### src/icache_ctrl_pkg.sv
/*
 * Shared definitions of the instruction-cache control unit.
 * Holds the register map of the peripheral slave port, the bus widths,
 * the request and response structs of that port and the operation codes
 * that the register block hands to the sequencer.
 */
`default_nettype none

package icache_ctrl_pkg;

   localparam int unsigned DataWidth = 32;   // Peripheral data and address
   localparam int unsigned IdWidth   = 5;    // Requester ID

   // Byte offsets, decoded from addr[7:0]
   localparam logic [7:0] RegEnable   = 8'h00;
   localparam logic [7:0] RegFlush    = 8'h04;
   localparam logic [7:0] RegFlushL1  = 8'h08;
   localparam logic [7:0] RegSelFlush = 8'h0C;
   localparam logic [7:0] RegPrefetch = 8'h18;

   localparam logic [DataWidth-1:0] UnmappedData = 32'hDEAD_CA5E;

   typedef struct packed {
      logic                 req;
      logic [DataWidth-1:0] addr;
      logic                 wen;     // High for a read
      logic [DataWidth-1:0] wdata;
      logic [IdWidth-1:0]   id;
   } periph_req_t;

   typedef struct packed {
      logic                 gnt;
      logic                 r_valid;
      logic                 r_opc;   // Always zero
      logic [IdWidth-1:0]   r_id;
      logic [DataWidth-1:0] r_rdata;
   } periph_rsp_t;

   // Operations run by the sequencer
   typedef enum logic [2:0] {
      OP_NONE,
      OP_ENABLE,
      OP_DISABLE,
      OP_FLUSH,
      OP_FLUSH_L1,
      OP_SEL_FLUSH
   } op_e;

endpackage

`default_nettype wire

### src/ack_tracker.sv
/*
 * Four-phase request fan-out to a group of N caches.
 * On start every selected target gets a request, which drops once its ack
 * is seen; the target is released when its ack falls again. Done is high
 * while nothing is pending and all acks are low.
 */
`timescale 1ns/1ns
`default_nettype none

module ack_tracker #(
   parameter int unsigned N = 4
) (
   input  wire logic         clk_i,
   input  wire logic         rst_ni,
   input  wire logic         start_i,
   input  wire logic [N-1:0] sel_i,
   input  wire logic [N-1:0] ack_i,
   output logic [N-1:0]      req_o,
   output logic              done_o
);

   logic [N-1:0] pending_q;   // Handshake open for this target
   logic [N-1:0] acked_q;     // Ack seen, waiting for it to fall
   logic [N-1:0] seen;
   logic [N-1:0] released;

   assign seen     = req_o & ack_i;
   assign released = acked_q & ~ack_i;

   always_ff @(posedge clk_i or negedge rst_ni) begin
      if (!rst_ni) begin
         pending_q <= '0;
         acked_q   <= '0;
      end else if (start_i) begin
         pending_q <= sel_i;         // Unselected targets stay quiet
         acked_q   <= '0;
      end else begin
         pending_q <= pending_q & ~released;
         acked_q   <= (acked_q | seen) & ~released;
      end
   end

   assign req_o  = pending_q & ~acked_q;
   assign done_o = ~|pending_q & ~|req_o & ~|ack_i;

endmodule

`default_nettype wire

### src/icache_ctrl_seq.sv
/*
 * Operation sequencer of the cache control unit.
 * Takes one operation from the register block, launches the flush or
 * selective-flush trackers or waits for the caches to settle on a new
 * enable level, and pulses done once everything has completed. Busy holds
 * off the peripheral grant for the whole operation.
 */
`timescale 1ns/1ns
`default_nettype none

module icache_ctrl_seq (
   input  wire logic                 clk_i,
   input  wire logic                 rst_ni,
   input  wire icache_ctrl_pkg::op_e op_i,
   input  wire logic                 start_i,
   output logic                      busy_o,
   output logic                      done_o,
   output logic                      flush_start_o,
   output logic                      sel_start_o,
   input  wire logic                 flush_done_i,   // L1 and L2 trackers both done
   input  wire logic                 sel_done_i,
   input  wire logic                 level_ok_i
);
   import icache_ctrl_pkg::*;

   typedef enum logic [1:0] {
      S_IDLE,
      S_WAIT_LEVEL,
      S_WAIT_FLUSH,
      S_WAIT_SEL
   } state_e;

   state_e state_q;
   state_e state_d;
   logic   done_d;
   logic   flush_launch;
   logic   sel_launch;

   always_comb begin
      state_d = state_q;
      done_d  = 1'b0;

      case (state_q)
         S_IDLE: begin
            if (start_i) begin
               case (op_i)
                  OP_ENABLE, OP_DISABLE:  state_d = S_WAIT_LEVEL;
                  OP_FLUSH, OP_FLUSH_L1:  state_d = S_WAIT_FLUSH;
                  OP_SEL_FLUSH:           state_d = S_WAIT_SEL;
                  default:                state_d = S_IDLE;
               endcase
            end
         end

         // Enable register is already updated here
         S_WAIT_LEVEL: begin
            if (level_ok_i) begin
               state_d = S_IDLE;
               done_d  = 1'b1;
            end
         end

         // Tracker still reports idle in its start cycle
         S_WAIT_FLUSH: begin
            if (flush_done_i && !flush_start_o) begin
               state_d = S_IDLE;
               done_d  = 1'b1;
            end
         end

         S_WAIT_SEL: begin
            if (sel_done_i && !sel_start_o) begin
               state_d = S_IDLE;
               done_d  = 1'b1;
            end
         end

         default: state_d = S_IDLE;
      endcase
   end

   // Launch one cycle after start so the trackers see the new selects
   assign flush_launch = (state_q == S_IDLE) && (state_d == S_WAIT_FLUSH);
   assign sel_launch   = (state_q == S_IDLE) && (state_d == S_WAIT_SEL);

   always_ff @(posedge clk_i or negedge rst_ni) begin
      if (!rst_ni) begin
         state_q       <= S_IDLE;
         done_o        <= 1'b0;
         flush_start_o <= 1'b0;
         sel_start_o   <= 1'b0;
      end else begin
         state_q       <= state_d;
         done_o        <= done_d;
         flush_start_o <= flush_launch;
         sel_start_o   <= sel_launch;
      end
   end

   // Busy also covers the done cycle before the response
   assign busy_o = (state_q != S_IDLE) || done_o;

endmodule

`default_nettype wire

### src/icache_ctrl_regs.sv
/*
 * Register block behind the peripheral slave port.
 * Accepts requests while the sequencer is idle, holds the enable, flush,
 * selective-flush address and prefetch registers, turns control writes
 * into a sequencer operation and returns one tagged response per access.
 */
`timescale 1ns/1ns
`default_nettype none

module icache_ctrl_regs #(
   parameter int unsigned NbCores = 9,
   parameter int unsigned NbBanks = 4
) (
   input  wire logic                             clk_i,
   input  wire logic                             rst_ni,
   input  wire icache_ctrl_pkg::periph_req_t     periph_req_i,
   output icache_ctrl_pkg::periph_rsp_t          periph_rsp_o,
   input  wire logic                             busy_i,
   input  wire logic                             done_i,
   output icache_ctrl_pkg::op_e                  op_o,
   output logic                                  start_o,
   output logic [NbCores+NbBanks-1:0]            flush_sel_o,
   output logic [NbCores+NbBanks-1:0]            enable_o,
   output logic [icache_ctrl_pkg::DataWidth-1:0] sel_flush_addr_o,
   output logic [NbCores-1:0]                    prefetch_en_o
);
   import icache_ctrl_pkg::*;

   localparam int unsigned NbCaches = NbCores + NbBanks;

   logic                 accept;
   logic                 rd_en;
   logic                 wr_en;
   logic                 rsp_now;     // Answer in the next cycle
   logic [7:0]           offset;
   logic                 wbit;
   logic [NbCaches-1:0]  enable_q;
   logic [NbCaches-1:0]  flush_q;
   logic [DataWidth-1:0] sel_addr_q;
   logic [NbCores-1:0]   prefetch_q;
   logic [DataWidth-1:0] rdata_d;
   logic                 r_valid_q;
   logic [IdWidth-1:0]   r_id_q;
   logic [DataWidth-1:0] r_rdata_q;

   assign accept = periph_req_i.req & ~busy_i;
   assign rd_en  = accept & periph_req_i.wen;
   assign wr_en  = accept & ~periph_req_i.wen;
   assign offset = periph_req_i.addr[7:0];
   assign wbit   = periph_req_i.wdata[0];

   // Writes that need the caches to take part
   always_comb begin
      op_o = OP_NONE;
      case (offset)
         RegEnable: begin
            if (wbit != enable_q[0]) begin   // Same level is already acked
               op_o = wbit ? OP_ENABLE : OP_DISABLE;
            end
         end
         RegFlush:    op_o = wbit ? OP_FLUSH : OP_NONE;
         RegFlushL1:  op_o = wbit ? OP_FLUSH_L1 : OP_NONE;
         RegSelFlush: op_o = OP_SEL_FLUSH;
         default:     op_o = OP_NONE;
      endcase
   end

   assign start_o = wr_en & (op_o != OP_NONE);
   assign rsp_now = rd_en | (wr_en & (op_o == OP_NONE));

   always_comb begin
      case (offset)
         RegEnable:            rdata_d = DataWidth'(enable_q);
         RegFlush, RegFlushL1: rdata_d = DataWidth'(flush_q);
         RegSelFlush:          rdata_d = sel_addr_q;
         RegPrefetch:          rdata_d = DataWidth'(prefetch_q);
         default:              rdata_d = UnmappedData;
      endcase
   end

   always_ff @(posedge clk_i or negedge rst_ni) begin
      if (!rst_ni) begin
         enable_q   <= '0;        // Caches start disabled
         flush_q    <= '0;
         sel_addr_q <= '0;
         prefetch_q <= '0;
         r_valid_q  <= 1'b0;
      end else begin
         r_valid_q <= rsp_now | done_i;
         if (done_i) begin
            flush_q <= '0;
         end
         if (wr_en) begin
            case (offset)
               RegEnable:   enable_q   <= {NbCaches{wbit}};
               RegFlush:    flush_q    <= {NbCaches{wbit}};
               RegFlushL1:  flush_q    <= {{NbBanks{1'b0}}, {NbCores{wbit}}};
               RegSelFlush: sel_addr_q <= periph_req_i.wdata;
               RegPrefetch: prefetch_q <= periph_req_i.wdata[NbCores-1:0];
               default:     ;
            endcase
         end
      end
   end

   // ID held until the matching response, even for long operations
   always_ff @(posedge clk_i) begin
      if (accept) begin
         r_id_q <= periph_req_i.id;
      end
      if (rsp_now | done_i) begin
         r_rdata_q <= rd_en ? rdata_d : '0;
      end
   end

   assign flush_sel_o      = flush_q;
   assign enable_o         = enable_q;
   assign sel_flush_addr_o = sel_addr_q;
   assign prefetch_en_o    = prefetch_q;

   always_comb begin
      periph_rsp_o.gnt     = ~busy_i;
      periph_rsp_o.r_valid = r_valid_q;
      periph_rsp_o.r_opc   = 1'b0;
      periph_rsp_o.r_id    = r_id_q;
      periph_rsp_o.r_rdata = r_rdata_q;
   end

endmodule

`default_nettype wire

### src/icache_ctrl_top.sv
/*
 * Instruction-cache control unit for a multi-core cluster.
 * Software on the peripheral port enables or disables all caches, flushes
 * them fully or per address and sets the L1 prefetch mask. The register
 * block decodes the port, the sequencer runs one operation at a time and
 * four trackers run the flush handshakes towards the L1 and L2 caches.
 */
`timescale 1ns/1ns
`default_nettype none

module icache_ctrl_top #(
   parameter int unsigned NbCores = 9,
   parameter int unsigned NbBanks = 4
) (
   input  wire logic                             clk_i,
   input  wire logic                             rst_ni,

   input  wire icache_ctrl_pkg::periph_req_t     periph_req_i,
   output icache_ctrl_pkg::periph_rsp_t          periph_rsp_o,

   output logic [NbCores-1:0]                    l1_bypass_o,
   input  wire logic [NbCores-1:0]               l1_bypass_ack_i,
   output logic [NbCores-1:0]                    l1_flush_req_o,
   input  wire logic [NbCores-1:0]               l1_flush_ack_i,
   output logic [NbCores-1:0]                    l1_sel_flush_req_o,
   input  wire logic [NbCores-1:0]               l1_sel_flush_ack_i,

   output logic [NbBanks-1:0]                    l2_enable_o,
   input  wire logic [NbBanks-1:0]               l2_enable_ack_i,
   output logic [NbBanks-1:0]                    l2_flush_req_o,
   input  wire logic [NbBanks-1:0]               l2_flush_ack_i,
   output logic [NbBanks-1:0]                    l2_sel_flush_req_o,
   input  wire logic [NbBanks-1:0]               l2_sel_flush_ack_i,

   output logic [icache_ctrl_pkg::DataWidth-1:0] sel_flush_addr_o,
   output logic [NbCores-1:0]                    prefetch_en_o
);
   import icache_ctrl_pkg::*;

   localparam int unsigned NbCaches = NbCores + NbBanks;

   op_e                 op;
   logic                start;
   logic                busy;
   logic                done;
   logic                flush_start;
   logic                sel_start;
   logic                level_ok;
   logic [NbCaches-1:0] flush_sel;     // Cores in the low bits, banks above
   logic [NbCaches-1:0] enable;
   logic                l1_flush_done;
   logic                l2_flush_done;
   logic                l1_sel_done;
   logic                l2_sel_done;

   assign l1_bypass_o = ~enable[NbCores-1:0];
   assign l2_enable_o = enable[NbCaches-1:NbCores];

   // Every cache has settled on its requested level
   assign level_ok = (l1_bypass_ack_i == l1_bypass_o) && (l2_enable_ack_i == l2_enable_o);

   icache_ctrl_regs #(
      .NbCores (NbCores),
      .NbBanks (NbBanks)
   ) icache_ctrl_regs_inst (
      .clk_i            (clk_i),
      .rst_ni           (rst_ni),
      .periph_req_i     (periph_req_i),
      .periph_rsp_o     (periph_rsp_o),
      .busy_i           (busy),
      .done_i           (done),
      .op_o             (op),
      .start_o          (start),
      .flush_sel_o      (flush_sel),
      .enable_o         (enable),
      .sel_flush_addr_o (sel_flush_addr_o),
      .prefetch_en_o    (prefetch_en_o)
   );

   icache_ctrl_seq icache_ctrl_seq_inst (
      .clk_i         (clk_i),
      .rst_ni        (rst_ni),
      .op_i          (op),
      .start_i       (start),
      .busy_o        (busy),
      .done_o        (done),
      .flush_start_o (flush_start),
      .sel_start_o   (sel_start),
      .flush_done_i  (l1_flush_done & l2_flush_done),
      .sel_done_i    (l1_sel_done & l2_sel_done),
      .level_ok_i    (level_ok)
   );

   ack_tracker #(.N(NbCores)) l1_flush_tracker_inst (
      .clk_i   (clk_i),
      .rst_ni  (rst_ni),
      .start_i (flush_start),
      .sel_i   (flush_sel[NbCores-1:0]),
      .ack_i   (l1_flush_ack_i),
      .req_o   (l1_flush_req_o),
      .done_o  (l1_flush_done)
   );

   ack_tracker #(.N(NbBanks)) l2_flush_tracker_inst (
      .clk_i   (clk_i),
      .rst_ni  (rst_ni),
      .start_i (flush_start),
      .sel_i   (flush_sel[NbCaches-1:NbCores]),    // Zero for an L1-only flush
      .ack_i   (l2_flush_ack_i),
      .req_o   (l2_flush_req_o),
      .done_o  (l2_flush_done)
   );

   ack_tracker #(.N(NbCores)) l1_sel_tracker_inst (
      .clk_i   (clk_i),
      .rst_ni  (rst_ni),
      .start_i (sel_start),
      .sel_i   ({NbCores{1'b1}}),
      .ack_i   (l1_sel_flush_ack_i),
      .req_o   (l1_sel_flush_req_o),
      .done_o  (l1_sel_done)
   );

   ack_tracker #(.N(NbBanks)) l2_sel_tracker_inst (
      .clk_i   (clk_i),
      .rst_ni  (rst_ni),
      .start_i (sel_start),
      .sel_i   ({NbBanks{1'b1}}),
      .ack_i   (l2_sel_flush_ack_i),
      .req_o   (l2_sel_flush_req_o),
      .done_o  (l2_sel_done)
   );

endmodule

`default_nettype wire

### config.mk
export PLATFORM = sky130hd
export DESIGN_NAME = icache_ctrl_top
export DESIGN_NICKNAME = d
export VERILOG_FILES = /design/src/icache_ctrl_pkg.sv /design/src/ack_tracker.sv /design/src/icache_ctrl_seq.sv /design/src/icache_ctrl_regs.sv /design/src/icache_ctrl_top.sv
export SDC_FILE = /design/constraint.sdc
export NUM_CORES = 1
export LEC_CHECK = 0
export BUFFER_PORTS_ARGS = -buffer_cell sky130_fd_sc_hd__buf_2
export CORE_MARGIN = 2
export CORE_UTILIZATION = 29
export CTS_BUF_LIST = sky130_fd_sc_hd__clkbuf_4 sky130_fd_sc_hd__clkbuf_8 sky130_fd_sc_hd__clkbuf_16
export DETAILED_ROUTE_END_ITERATION = 10
export MAX_ROUTING_LAYER = met4
export SLEW_MARGIN = 5
export SYNTH_ARGS = -nofsm -noshare
export SYNTH_HDL_FRONTEND = slang
export SYNTH_SLANG_ARGS = --single-unit
export TNS_END_PERCENT = 5
### constraint.sdc
create_clock -name clk_i -period 7.1 [get_ports clk_i]
set_clock_uncertainty 0.1 [all_clocks]
set_input_delay 1.42 -clock clk_i [delete_from_list [all_inputs] [get_ports clk_i]]
set_output_delay 1.42 -clock clk_i [all_outputs]
set_load 0.01 [all_outputs]
## Word level (Yosys, flattened, before mapping)

Cells that the tools add are included.

| word-level totals | value |
|---|---|
| register bits | 150 |
| latch bits | 0 |
| RAM bits | 0 |
| bits in read-only memories | 0 |
| bits of input ports | 112 |
| output and inout bits | 120 |
| word-level logic and storage cells | 162 |
| memories | 0 |

| cells by class | value |
|---|---|
| add/subtract/negate cells | 0 |
| $mul | 0 |
| divide/modulo/power cells | 0 |
| magnitude comparators | 0 |
| equality and inequality tests | 17 |
| shift operators | 0 |
| multiplexer cells | 27 |
| bitwise logic cells | 56 |
| reduce and logical (&&, ||, !) cells | 43 |

Operator list:

| operator | count |
|---|---|
| $pmux W32 S4 | 1 |
| $and A9 B9 Y9 | 10 |
| $not A9 Y9 | 7 |
| $reduce_or A9 Y1 | 6 |
| $and A4 B4 Y4 | 10 |
| $mux W9 | 4 |
| $mux W13 | 2 |
| $pmux W13 S2 | 1 |
| $not A4 Y4 | 6 |
| $reduce_or A4 Y1 | 6 |
| $or A9 B9 Y9 | 2 |
| $eq A8 B4 Y1 const B | 2 |
| $mux W4 | 4 |
| $and A1 B1 Y1 | 15 |
| $logic_not A1 Y1 | 14 |
| $mux W2 | 6 |
| $pmux W3 S4 | 1 |
| $eq A9 B9 Y1 | 1 |
| $eq A2 B2 Y1 const B | 4 |
| $eq A8 B3 Y1 const B | 1 |
| $eq A8 B5 Y1 const B | 1 |
| $logic_not A8 Y1 | 1 |
| $or A4 B4 Y4 | 2 |
| $pmux W2 S4 | 1 |
| other kinds (20) | 35 |

## Depth between registers and ports, before layout

Gate-level depths: netlist of the first run.

| logic depth | value |
|---|---|
| depth after elaboration | 12 |
| gate-level depth with buffers | 7 |

## Hierarchy

A second synthesis of the first run with hierarchy kept.

| unflattened totals | value |
|---|---|
| cells, all modules | 681 |
| area, all modules | 7,198.2 µm² |

By module, submodules not included:

| module | times used | cells each | area each (µm²) | seq. area each (µm²) |
|---|---|---|---|---|
| icache_ctrl_regs | 1 | 362 | 4,311.6 | 2,512.4 |
| ack_tracker (l1_flush_tracker_inst ...) | 2 | 91 | 829.5 | 450.4 |
| ack_tracker (l2_flush_tracker_inst ...) | 2 | 40 | 382.9 | 200.2 |
| icache_ctrl_seq | 1 | 27 | 264.0 | 125.1 |
| icache_ctrl_top | 1 | 30 | 197.7 | 0.0 |

## Worst setup path before layout of the first run

Ideal clock, no wire load.

| timing path | value |
|---|---|
| path kind | input to register |
| from | input port periph_req_i[41] in the netlist's numbering |
| to | register icache_ctrl_regs_inst.r_rdata_q[0] (enable) |
| setup time | 0.388 ns |
| arrival | 3.018 ns |
| data required time | 6.612 ns |
| slack | 3.594 ns |
| stages | 5 |
| cell sequence | clkbuf_1 > mux2_2 > o211a_1 > nand2b_1 > a21o_1 |

| on the way | value |
|---|---|
| word-level cells in the longest chain between the ends | 6 |

Ends and longest elaborated chain:

| what | RTL line | source |
|---|---|---|
| from (decl) | icache_ctrl_top.sv:18 | `input wire icache_ctrl_pkg::periph_req_t periph_req_i,` |
| $eq A8 B4 Y1 (tied with other cells) | icache_ctrl_regs.sv:55 | `case (offset)` |
| $pmux W3 S4 (*) | icache_ctrl_regs.sv:55 |  |
| $logic_not A3 Y1 (*) | icache_ctrl_regs.sv:69 | `assign rsp_now = rd_en \| (wr_en & (op_o == OP_NONE));` |
| $and A1 B1 Y1 (*) | icache_ctrl_regs.sv:69 |  |
| $or A1 B1 Y1 (*) | icache_ctrl_regs.sv:69 |  |
| $or A1 B1 Y1 (*) | icache_ctrl_regs.sv:111 | `if (rsp_now \| done_i) begin` |
| to (signal assigned) | icache_ctrl_regs.sv:112 | `r_rdata_q <= rd_en ? rdata_d : '0;` |
| to (decl) | icache_ctrl_regs.sv:44 | `logic [DataWidth-1:0] r_rdata_q;` |

Mark *: on every way between the ends. The rest lies on a longest branch, timed or not.
A chain may end at the register's enable or synchronous reset.

## Worst setup path in the final report of the first run

| timing path | value |
|---|---|
| from | input port periph_req_i[43] in the netlist's numbering |
| to | register icache_ctrl_regs_inst.r_rdata_q[4] (data pin) |

| on the way | value |
|---|---|
| word-level cells in the longest chain between the ends | 3 |

Ends and longest elaborated chain:

| what | RTL line | source |
|---|---|---|
| $eq A8 B3 Y1 / $eq A8 B4 Y1 (equally long branches) | icache_ctrl_regs.sv:72 | `case (offset)` |
| $reduce_or A2 Y1 | icache_ctrl_regs.sv:72 |  |
| $pmux W32 S4 (*) | icache_ctrl_regs.sv:72 |  |

Marks and branches as above.

==> summary.txt, run 1 <==
Run status
  • Status: completed

Floorplan
  • Core area: 22600 um^2
  • Die H: 156 um
  • DIE AREA: 24200 um^2
  • Initial Utilization: 0.295
  • Cell row count: 55
  • I/O pin total: 232
  • DIE WIDTH: 156 um

Cells and area
  • Final nets: 858
  • Proportion of layout cells with a drive suffix above 1: 0.389
  • Layout area overhead: 27.3%

Timing
  • Worst-Margin Slew: 1.14 ns
  • Slew Limit Headroom: 0.238
  • Fmax: 271 MHz
  • Setup Viol. Count Final: 0
  • Final min period: 3.69 ns
  • Min Hold Slack: 0.411 ns
  • Period utilization: 0.519
  • RSZ-0062 raised after global routing: false
  • Total negative slack: 0 ns
  • Max Slew Vio Count: 0
  • Endpoints failing hold: 0

Route
  • # DRC: 0
  • Routed WL: 17.8 mm
  • Via/cell ratio: 4.71
  • DRT Pass-1 Iters: 4
  • Antenna Violating Nets Remaining: 0
  • Via count: 4933
  • DRT iter0 DRCs: 298
  • Drt wl/cell: 17.0 um

Synthesis
  • Async S/R FF share, synth: 0.753
  • Leading area contributor after synthesis: dfrtp_1
  • Post-synth top area share: 0.425
  • Post-Synthesis Cells: 554
  • Sequential area share after synthesis: 0.592
  • Syn nets: 666
  • Post-synthesis register bit count: 150
  • Synth Warn #: 0
  • Area contributors post-synth: dfrtp_1 42%, edfxtp_1 17%, mux2_4 7.4%
  • Post-synth top flop: dfrtp_1
  • Cell with the most instances after synthesis: dfrtp_1
  • Synth Cell Area: 6660 um^2
  • Post-synth EDFFs: 37
  • Synthesized area per cell: 12.0 um^2
  • List of most frequent post-synthesis cells: 113 x dfrtp_1, 45 x nand2_1, 37 x edfxtp_1
  • Count of different cell masters after synthesis: 45

CTS
  • Clock latency on the worst-skew pair: 0.42 ns
  • CTS tree: done
  • CTS clk-pin slew, worst paths: 0.06 ns
  • CTS buffer count: 17
  • Post-cts sizing count: 0
  • Clock Path Buffers: 2
  • Root buffer cell: clkbuf_16
  • Post-CTS Setup Inserts: 0
  • H-tree levels: 4
  • CTS Sinks: 150
  • Hold Buf Count CTS: 0

GRT
  • Gr ovfl total: 0
  • Antenna violations before repair: 4
  • GR Util All Layers: 0.153
  • First-pass GRT wire length: 27.3 mm
  • Pin count of the biggest net entering global routing: 60
  • Vias in the first global route: 4837

Worst setup path
  • Setup crit end kind: flop
  • Data required, critical path: 7.13 ns
  • R2R Setup Slk: 4.61 ns
  • Critical path fanouts, max: 15
  • Crit Path Class: input pin to flop
  • Worst EP arrival: 3.72 ns
  • FF-to-FF End: icache_ctrl_seq_inst.sel_start_o
  • Crit. Startpoint: periph_req_i[43]
  • R2R cell count: 5
  • Worst r2r src: icache_ctrl_seq_inst.sel_start_o
  • Element type at the critical path start: input pin

Worst hold path
  • Worst hold path class: flop to flop
  • Hold_sp: icache_ctrl_regs_inst.flush_sel_o[9]
  • WHS Endpoint: icache_ctrl_regs_inst.flush_sel_o[9]
  • Worst Hold Path Cells: 1

Flow run
  • Max cap viols: 0

Power
  • PD cells: 249 nW/um^2
  • Lkg Pwr: 4.32 nW
  • Max VDD drop: 134 uV

Place
  • Gp weighted congestion: 0.740
  • HPWL Detailed: 12.6 mm
  • PortBufs: 206
-- worst max path at each step --
stage	to	slack (ns)	depth (start not counted)
6_report	icache_ctrl_regs_inst.r_rdata_q[4]	3.41	5
5_1_grt	icache_ctrl_regs_inst.r_rdata_q[4]	3.25	5
4_1_cts	icache_ctrl_regs_inst.r_rdata_q[4]	3.39	5
3_5_place_dp	icache_ctrl_regs_inst.r_rdata_q[4]	2.93	5
3_3_place_gp	icache_ctrl_regs_inst.r_rdata_q[4]	2.96	5
2_1_floorplan	icache_ctrl_regs_inst.r_rdata_q[0]	3.59	5
-- layout by cell type (no fill, tap or decap), types with 17 or more instances in the layout --
cell type  instances
a21o_1            28
nor2b_1           27
nand2_1           45
nor2_1            32
o21ai_0           30
clkbuf_16         17
mux2_4            33
a21oi_1           23
nor3b_1           26
edfxtp_1          37
buf_2            205
dfrtp_1          113
-- stage by stage --
stage	cells	power, W	setup slack (ns)	utilization	area, um^2
6_report	1048	0.00211	3.41	0.375	8470
5_1_grt	1048	0.00220	3.25	0.375	8470
2_1_floorplan	554	0.00109	3.59	-	6660
3_3_place_gp	1012	0.00120	2.96	0.348	7860
3_5_place_dp	1012	0.00121	2.93	0.348	7860
4_1_cts	1044	0.00214	3.39	0.375	8460
-- layer usage --
metal	vias up	global-route usage	share of wire
met1	2447	0.194	0.44
met3	19	0.0393	0.056
met4	0	0.0511	0.015
met5	-	-	0
li1	2336	-	-
met2	131	0.238	0.49
-- final cells by class --
cell class / instances / area [um^2]
fill: 2220 / 14100
sequential: 150 / 3940
multi-input combinational: 351 / 2440
timing repair buffer: 211 / 1070
clock buffer: 20 / 454
tap: 285 / 357
clock inverter: 12 / 144
inverter: 15 / 56.3
antenna: 4 / 10.0
-- worst max-delay path, cell delays in order --
cell and delay [ns]:
buf_2 0.10, or4_4 0.58, a211oi_2 0.96, nor2b_2 0.51, a31oi_1 0.15
-- power breakdown --
| group | internal (W) | switching [W] |
|---|---|---|
| Clock | 0.000541 | 0.000382 |
| Combinational | 0.0000860 | 0.000120 |
| Sequential | 0.000948 | 0.0000318 |
| Total | 0.00158 | 0.000534 |
-- cell families (layout without fill, tap and decap cells) --
group	after synthesis	in the layout	share of synthesized area
xor gates and xnor gates	2	2	0.00263
and+or+nand+nor	199	199	0.171
other	1	5	0.000563
buffers and inverters	53	258	0.0423
DFF	150	150	0.592
muxes	44	44	0.0929
AOI/OAI and AO/OA	105	105	0.0987
-- sequential cells by signal, indices dropped and copies added (netlist names) --
name	count
l2_flush_tracker_inst.pending_q	4
l2_sel_tracker_inst.acked_q	4
l1_sel_tracker_inst.acked_q	9
icache_ctrl_regs_inst.sel_flush_addr_o	32
icache_ctrl_seq_inst.sel_start_o	1
icache_ctrl_regs_inst.prefetch_en_o	9
icache_ctrl_seq_inst.done_o	1
icache_ctrl_regs_inst.enable_o	1
l2_sel_tracker_inst.pending_q	4
l2_flush_tracker_inst.acked_q	4
icache_ctrl_seq_inst.state_q	2
icache_ctrl_regs_inst.flush_sel_o	13
icache_ctrl_seq_inst.flush_start_o	1
l1_flush_tracker_inst.acked_q	9
icache_ctrl_regs_inst.r_valid_q	1
icache_ctrl_regs_inst.r_id_q	5
icache_ctrl_regs_inst.r_rdata_q	32
l1_sel_tracker_inst.pending_q	9
l1_flush_tracker_inst.pending_q	9
No activity file was read; power rests on OpenSTA's default activity.
==> run 2, diff against run 1 <==
--- a/config.mk
+++ b/config.mk
@@ -5,6 +5,7 @@
 export SDC_FILE = /design/constraint.sdc
 export NUM_CORES = 1
 export LEC_CHECK = 0
+export ABC_AREA = 1
 export BUFFER_PORTS_ARGS = -buffer_cell sky130_fd_sc_hd__buf_2
 export CORE_MARGIN = 2
 export CORE_UTILIZATION = 29
==> constraint.sdc (replaced) <==
create_clock -name clk_i -period 3.7 [get_ports clk_i]
set_clock_uncertainty 0.1 [all_clocks]
set_input_delay 0.74 -clock clk_i [delete_from_list [all_inputs] [get_ports clk_i]]
set_output_delay 0.74 -clock clk_i [all_outputs]
set_load 0.01 [all_outputs]
==> summary.txt, run 2 <==
Place
  • PortBufs: 206
  • Placed Cells: 1225
  • Placed inst area: 8030 um^2
  • HPWL Detailed: 13.9 mm
  • Gp weighted congestion: 0.782
  • Dpl ws: 0.969 ns

Worst setup path
  • Element type at the critical path start: flop
  • Crit. Startpoint: icache_ctrl_seq_inst.state_q[1]
  • Crit Path Class: flop to flop
  • FF-to-FF End: icache_ctrl_regs_inst.r_rdata_q[9]
  • Worst EP arrival: 2.42 ns
  • Crit path to: icache_ctrl_regs_inst.r_rdata_q[9]
  • R2R Setup Slk: 1.25 ns
  • Setup crit end kind: flop
  • Critical path fanouts, max: 33
  • R2R cell count: 6
  • Data required, critical path: 3.66 ns
  • Worst r2r src: icache_ctrl_seq_inst.state_q[1]

Cells and area
  • Util after Layout: 0.379
  • Multi-input logic area: 2250 um^2
  • Commonest non-fill, non-tap cells in the layout: 205 x buf_2, 159 x nand2_1, 118 x nor2_1, 113 x dfrtp_1, 92 x inv_1
  • Layout area overhead: 27.6%
  • Non-Filler Instances: 1259
  • Most common cell after layout, fill and taps aside: buf_2
  • Proportion of layout cells with a drive suffix above 1: 0.292
  • FILL cells: 2339
  • FF/Latch Area: 3940 um^2
  • Non-Filler Cell Area, Final: 8630 um^2
  • Final nets: 1043

Flow run
  • Max cap viols: 0

Power
  • PD cells: 610 nW/um^2
  • P_sw: 0.00164 W
  • Comb pwr share: 0.236
  • Sw Share: 0.312
  • Max VDD drop: 261 uV
  • Lkg Pwr: 4.62 nW
  • Sequential Power Share: 0.438
  • Int Power: 0.00362 W
  • Clk pwr share: 0.326

Synthesis
  • Post-synth EDFFs: 37
  • Post-synth top flop: dfrtp_1
  • Sequential area share after synthesis: 0.582
  • List of most frequent post-synthesis cells: 159 x nand2_1, 118 x nor2_1, 113 x dfrtp_1
  • Synth Warn #: 0
  • Area contributors post-synth: dfrtp_1 42%, edfxtp_1 16%, nand2_1 8.8%
  • Synth Cell Area: 6760 um^2
  • Async S/R FF share, synth: 0.753
  • Post-synthesis register bit count: 150
  • Post-synth top area share: 0.418
  • Leading area contributor after synthesis: dfrtp_1
  • Count of different cell masters after synthesis: 30
  • Post-Synthesis Cells: 734
  • Syn nets: 846
  • Synthesized area per cell: 9.21 um^2
  • Cell with the most instances after synthesis: nand2_1

Worst hold path
  • Worst hold path class: input pin to async pin

Timing
  • Final min period: 2.45 ns
  • Fmax: 408 MHz
  • RSZ-0062 raised after global routing: false
  • Period utilization: 0.663
  • Total negative slack: 0 ns
  • Worst-Margin Slew: 1.02 ns
  • Max Slew Vio Count: 0
  • Setup ws final: 1.25 ns
  • Setup Viol. Count Final: 0
  • Endpoints failing hold: 0
  • Slew Limit Headroom: 0.321

Floorplan
  • Core area: 22800 um^2
  • DIE WIDTH: 157 um
  • DIE AREA: 24600 um^2
  • Initial Utilization: 0.297
  • Die H: 157 um
  • Cell row count: 55
  • I/O pin total: 232

GRT
  • GR Util All Layers: 0.156
  • Pin count of the biggest net entering global routing: 54
  • First-pass GRT wire length: 28.3 mm
  • Gr ovfl total: 0
  • Antenna violations before repair: 2
  • Vias in the first global route: 5230

CTS
  • CTS clk-pin slew, worst paths: 0.06 ns
  • H-tree levels: 4
  • Hold Buf Count CTS: 0
  • Clock Path Buffers: 2
  • CTS tree: done
  • Root buffer cell: clkbuf_16
  • CTS Sinks: 150
  • Post-CTS Setup Inserts: 0
  • Post-cts sizing count: 0
  • Clock latency on the worst-skew pair: 0.42 ns
  • CTS buffer count: 17

Route
  • # DRC: 0
  • DRT Pass-1 Iters: 4
  • Via count: 5479
  • Antenna Violating Nets Remaining: 0
  • Drt wl/cell: 14.7 um
  • DRT iter0 DRCs: 277
  • Via/cell ratio: 4.35
  • Routed WL: 18.5 mm

Run status
  • Status: completed
run 2: changes by cell type in the layout (fill, tap and decap cells not counted), moves of 11 or more:
cell      before  now
nand2_1       45  159
nor2_1        32  118
inv_1         15   92
nand3_1        4   37
a21o_1        28    0
nor2b_1       27    0
nor3b_1       26    0
a211oi_1       0   18
nand2b_1      15    0
nor3_1         4   17
nor4_1        13    0
mux2_4        33   22
run 2: worst max-delay path, stage by stage (launching register included):
cell	delay (ns)
dfrtp_1	0.41
nor3_2	0.23
nand2_2	0.14
nor2_1	0.33
inv_2	0.31
nand3_1	0.17
buf_4	0.40
run 2: per-stage QoR:
step                      total power (W)  hold WS, ns
after global placement            0.00356        0.385
after floorplan                   0.00305        0.344
after detailed placement          0.00360        0.396
final                             0.00526        0.250
after CTS                         0.00533        0.262
after global routing              0.00557        0.290
run 2: layout make-up:
class                           count  share of cell area
Antenna cell                        2            0.000580
Clock buffer                       26              0.0615
Clock inverter                      6             0.00754
Inverter                           97              0.0422
Multi-Input combinational cell    453               0.261
Sequential cell                   150               0.456
Tap cell                          313              0.0454
Timing Repair Buffer              212               0.125
run 2: worst min-delay path by stage:
stage	from	endpoint	slack (ns)	depth (start not counted)
6_report	rst_ni	l1_sel_tracker_inst.acked_q[1]	0.25	1
2_1_floorplan	rst_ni	icache_ctrl_regs_inst.enable_o[0]	0.34	0
3_5_place_dp	l2_sel_tracker_inst.pending_q[2]	l2_sel_tracker_inst.pending_q[2]	0.40	2
3_3_place_gp	l2_sel_tracker_inst.pending_q[2]	l2_sel_tracker_inst.pending_q[2]	0.38	2
5_1_grt	rst_ni	l1_sel_tracker_inst.acked_q[1]	0.29	1
4_1_cts	rst_ni	l1_sel_tracker_inst.acked_q[1]	0.26	1
run 2: cells by family (layout without fill, tap and decap cells):
| logic type | after synthesis | in the layout | share of synthesized area |
|---|---|---|---|
| flip-flops | 150 | 150 | 0.582 |
| multiplexers | 23 | 23 | 0.0505 |
| AO/OA/AOI/OAI | 83 | 83 | 0.0712 |
| AND/OR/NAND/NOR | 346 | 346 | 0.211 |
| other | 1 | 3 | 0.000555 |
| buffers and inverters | 131 | 341 | 0.0842 |
run 2: layer usage:
| metal | part of all wire | GRT usage | vias to the layer above |
|---|---|---|---|
| met3 | 0.039 | 0.0366 | 28 |
| met1 | 0.46 | 0.197 | 2582 |
| met4 | 0.023 | 0.0568 | 0 |
| li1 | - | - | 2743 |
| met2 | 0.48 | 0.244 | 126 |
| met5 | 0 | - | - |
run 2: power by group through the flow:
stage	clock network (W)	registers, W	logic [W]
2_1_floorplan	0	0.00236	0.000681
3_3_place_gp	0	0.00232	0.00124
3_5_place_dp	0	0.00233	0.00127
4_1_cts	0.00175	0.00231	0.00127
5_1_grt	0.00181	0.00235	0.00140
6_report	0.00172	0.00231	0.00124
==> run 3, diff against run 2 <==
==> constraint.sdc (replaced) <==
create_clock -name clk_i -period 2.4 [get_ports clk_i]
set_clock_uncertainty 0.1 [all_clocks]
set_input_delay 0.48 -clock clk_i [delete_from_list [all_inputs] [get_ports clk_i]]
set_output_delay 0.48 -clock clk_i [all_outputs]
set_load 0.01 [all_outputs]
==> summary.txt, run 3 (same netlist as run 2, synthesis figures left out) <==
Route
  • Routed WL: 18.5 mm
  • Via/cell ratio: 4.41
  • DRT Pass-1 Iters: 4
  • DRT iter0 DRCs: 423
  • Via count: 5581
  • Drt wl/cell: 14.6 um
  • Antenna Violating Nets Remaining: 0
  • # DRC: 0

Power
  • Int Power: 0.00577 W
  • P_sw: 0.00266 W
  • Total power after layout: 0.00843 W
  • Clk pwr share: 0.347
  • Lkg Pwr: 4.69 nW
  • Sw Share: 0.316
  • PD cells: 962 nW/um^2
  • Comb pwr share: 0.232
  • Max VDD drop: 452 uV
  • Sequential Power Share: 0.421

Timing
  • Min Hold Slack: 0.132 ns
  • Setup Viol. Count Final: 0
  • Slew Limit Headroom: 0.643
  • Period utilization: 0.822
  • Endpoints failing hold: 0
  • Worst-Margin Slew: 0.534 ns
  • Total negative slack: 0 ns
  • RSZ-0062 raised after global routing: false
  • Max Slew Vio Count: 0
  • Fmax: 507 MHz
  • Final min period: 1.97 ns

Cells and area
  • Final nets: 1051
  • FF/Latch Area: 3940 um^2
  • Most common cell after layout, fill and taps aside: buf_2
  • Non-Filler Instances: 1266
  • Non-Filler Cell Area, Final: 8770 um^2
  • Proportion of layout cells with a drive suffix above 1: 0.298
  • FILL cells: 2295
  • Commonest non-fill, non-tap cells in the layout: 205 x buf_2, 159 x nand2_1, 118 x nor2_1, 113 x dfrtp_1, 92 x inv_1
  • Multi-input logic area: 2260 um^2
  • Layout area overhead: 29.7%

Worst setup path
  • Worst EP arrival: 1.98 ns
  • Data required, critical path: 2.40 ns
  • R2R Setup Slk: 0.43 ns
  • Crit Path Class: flop to flop
  • Setup crit end kind: flop
  • Element type at the critical path start: flop
  • Critical path fanouts, max: 18

GRT
  • Antenna violations before repair: 0
  • First-pass GRT wire length: 28.9 mm
  • Gr ovfl total: 0
  • Pin count of the biggest net entering global routing: 51
  • GR Util All Layers: 0.158
  • Vias in the first global route: 5331

Place
  • PortBufs: 206
  • Placed Cells: 1232
  • HPWL Detailed: 13.9 mm
  • Gp weighted congestion: 0.845
  • Placed inst area: 8110 um^2

Floorplan
  • Core area: 22800 um^2
  • Initial Utilization: 0.297
  • I/O pin total: 232
  • Cell row count: 55
  • DIE WIDTH: 157 um
  • DIE AREA: 24600 um^2
  • Die H: 157 um

CTS
  • Root buffer cell: clkbuf_16
  • CTS tree: done
  • Post-cts sizing count: 0
  • CTS Sinks: 150
  • Clock Path Buffers: 2
  • CTS clk-pin slew, worst paths: 0.06 ns
  • Clock latency on the worst-skew pair: 0.42 ns
  • H-tree levels: 4
  • CTS buffer count: 17

Run status
  • Status: completed

Worst hold path
  • Worst hold path class: input pin to flop

Flow run
  • Max cap viols: 0
[run 3: final timing paths]
check / from / end / cells after the start
setup reg to reg: icache_ctrl_seq_inst.state_q[1] / icache_ctrl_regs_inst.r_rdata_q[9] / 6
max in group asynchronous: rst_ni / l1_flush_tracker_inst.acked_q[8] / 3
hold reg to reg: icache_ctrl_regs_inst.prefetch_en_o[5] / icache_ctrl_regs_inst.prefetch_en_o[5] / 2
min in group asynchronous: rst_ni / l1_sel_tracker_inst.pending_q[0] / 2
hold / removal: periph_req_i[4] / icache_ctrl_regs_inst.r_id_q[4] / 1
setup / recovery: icache_ctrl_seq_inst.state_q[1] / icache_ctrl_regs_inst.r_rdata_q[9] / 6
[run 3: area by class of cell]
cell class / instances / area share
inverters: 97 / 0.0415
multi-input cells: 453 / 0.258
well taps: 313 / 0.0447
repair buffers: 220 / 0.133
clock buffers: 18 / 0.0494
flip-flops and latches: 150 / 0.449
diodes: 1 / 0.000285
clock inverters: 14 / 0.0243
[run 3: timing repair]
action,4_1_cts,5_1_grt
hold endpoints to repair,16,0
buffers inserted,0,0
hold buffers,1,0
[run 3: per-stage QoR]
step,utilization,worst slack [ns]
6_report,0.385,0.427
5_1_grt,0.385,0.298
4_1_cts,0.385,0.373
3_5_place_dp,0.356,0.242
3_3_place_gp,0.356,0.236
2_1_floorplan,-,0.176
[run 3: critical path, cell delays in order (launching register included)]
cell and delay (ns):
dfrtp_1 0.41, nor3_2 0.23, nand2_2 0.14, nor2_1 0.33
inv_2 0.08, nand3_2 0.09, buf_4 0.27
[run 3: routing by layer]
metal	up-vias	wire length [um]	GRT usage	part of all wire
met5	-	0	-	0
met4	0	529	0.0625	0.029
met3	30	917	0.0338	0.050
met2	152	8770	0.244	0.47
met1	2625	8310	0.204	0.45
li1	2774	-	-	-
[run 3: power groups by stage]
stage	logic, W	clock network [W]	registers [W]
2_1_floorplan	0.00105	0	0.00364
3_3_place_gp	0.00194	0	0.00358
3_5_place_dp	0.00197	0	0.00359
4_1_cts	0.00198	0.00299	0.00355
5_1_grt	0.00219	0.00310	0.00363
6_report	0.00195	0.00293	0.00355
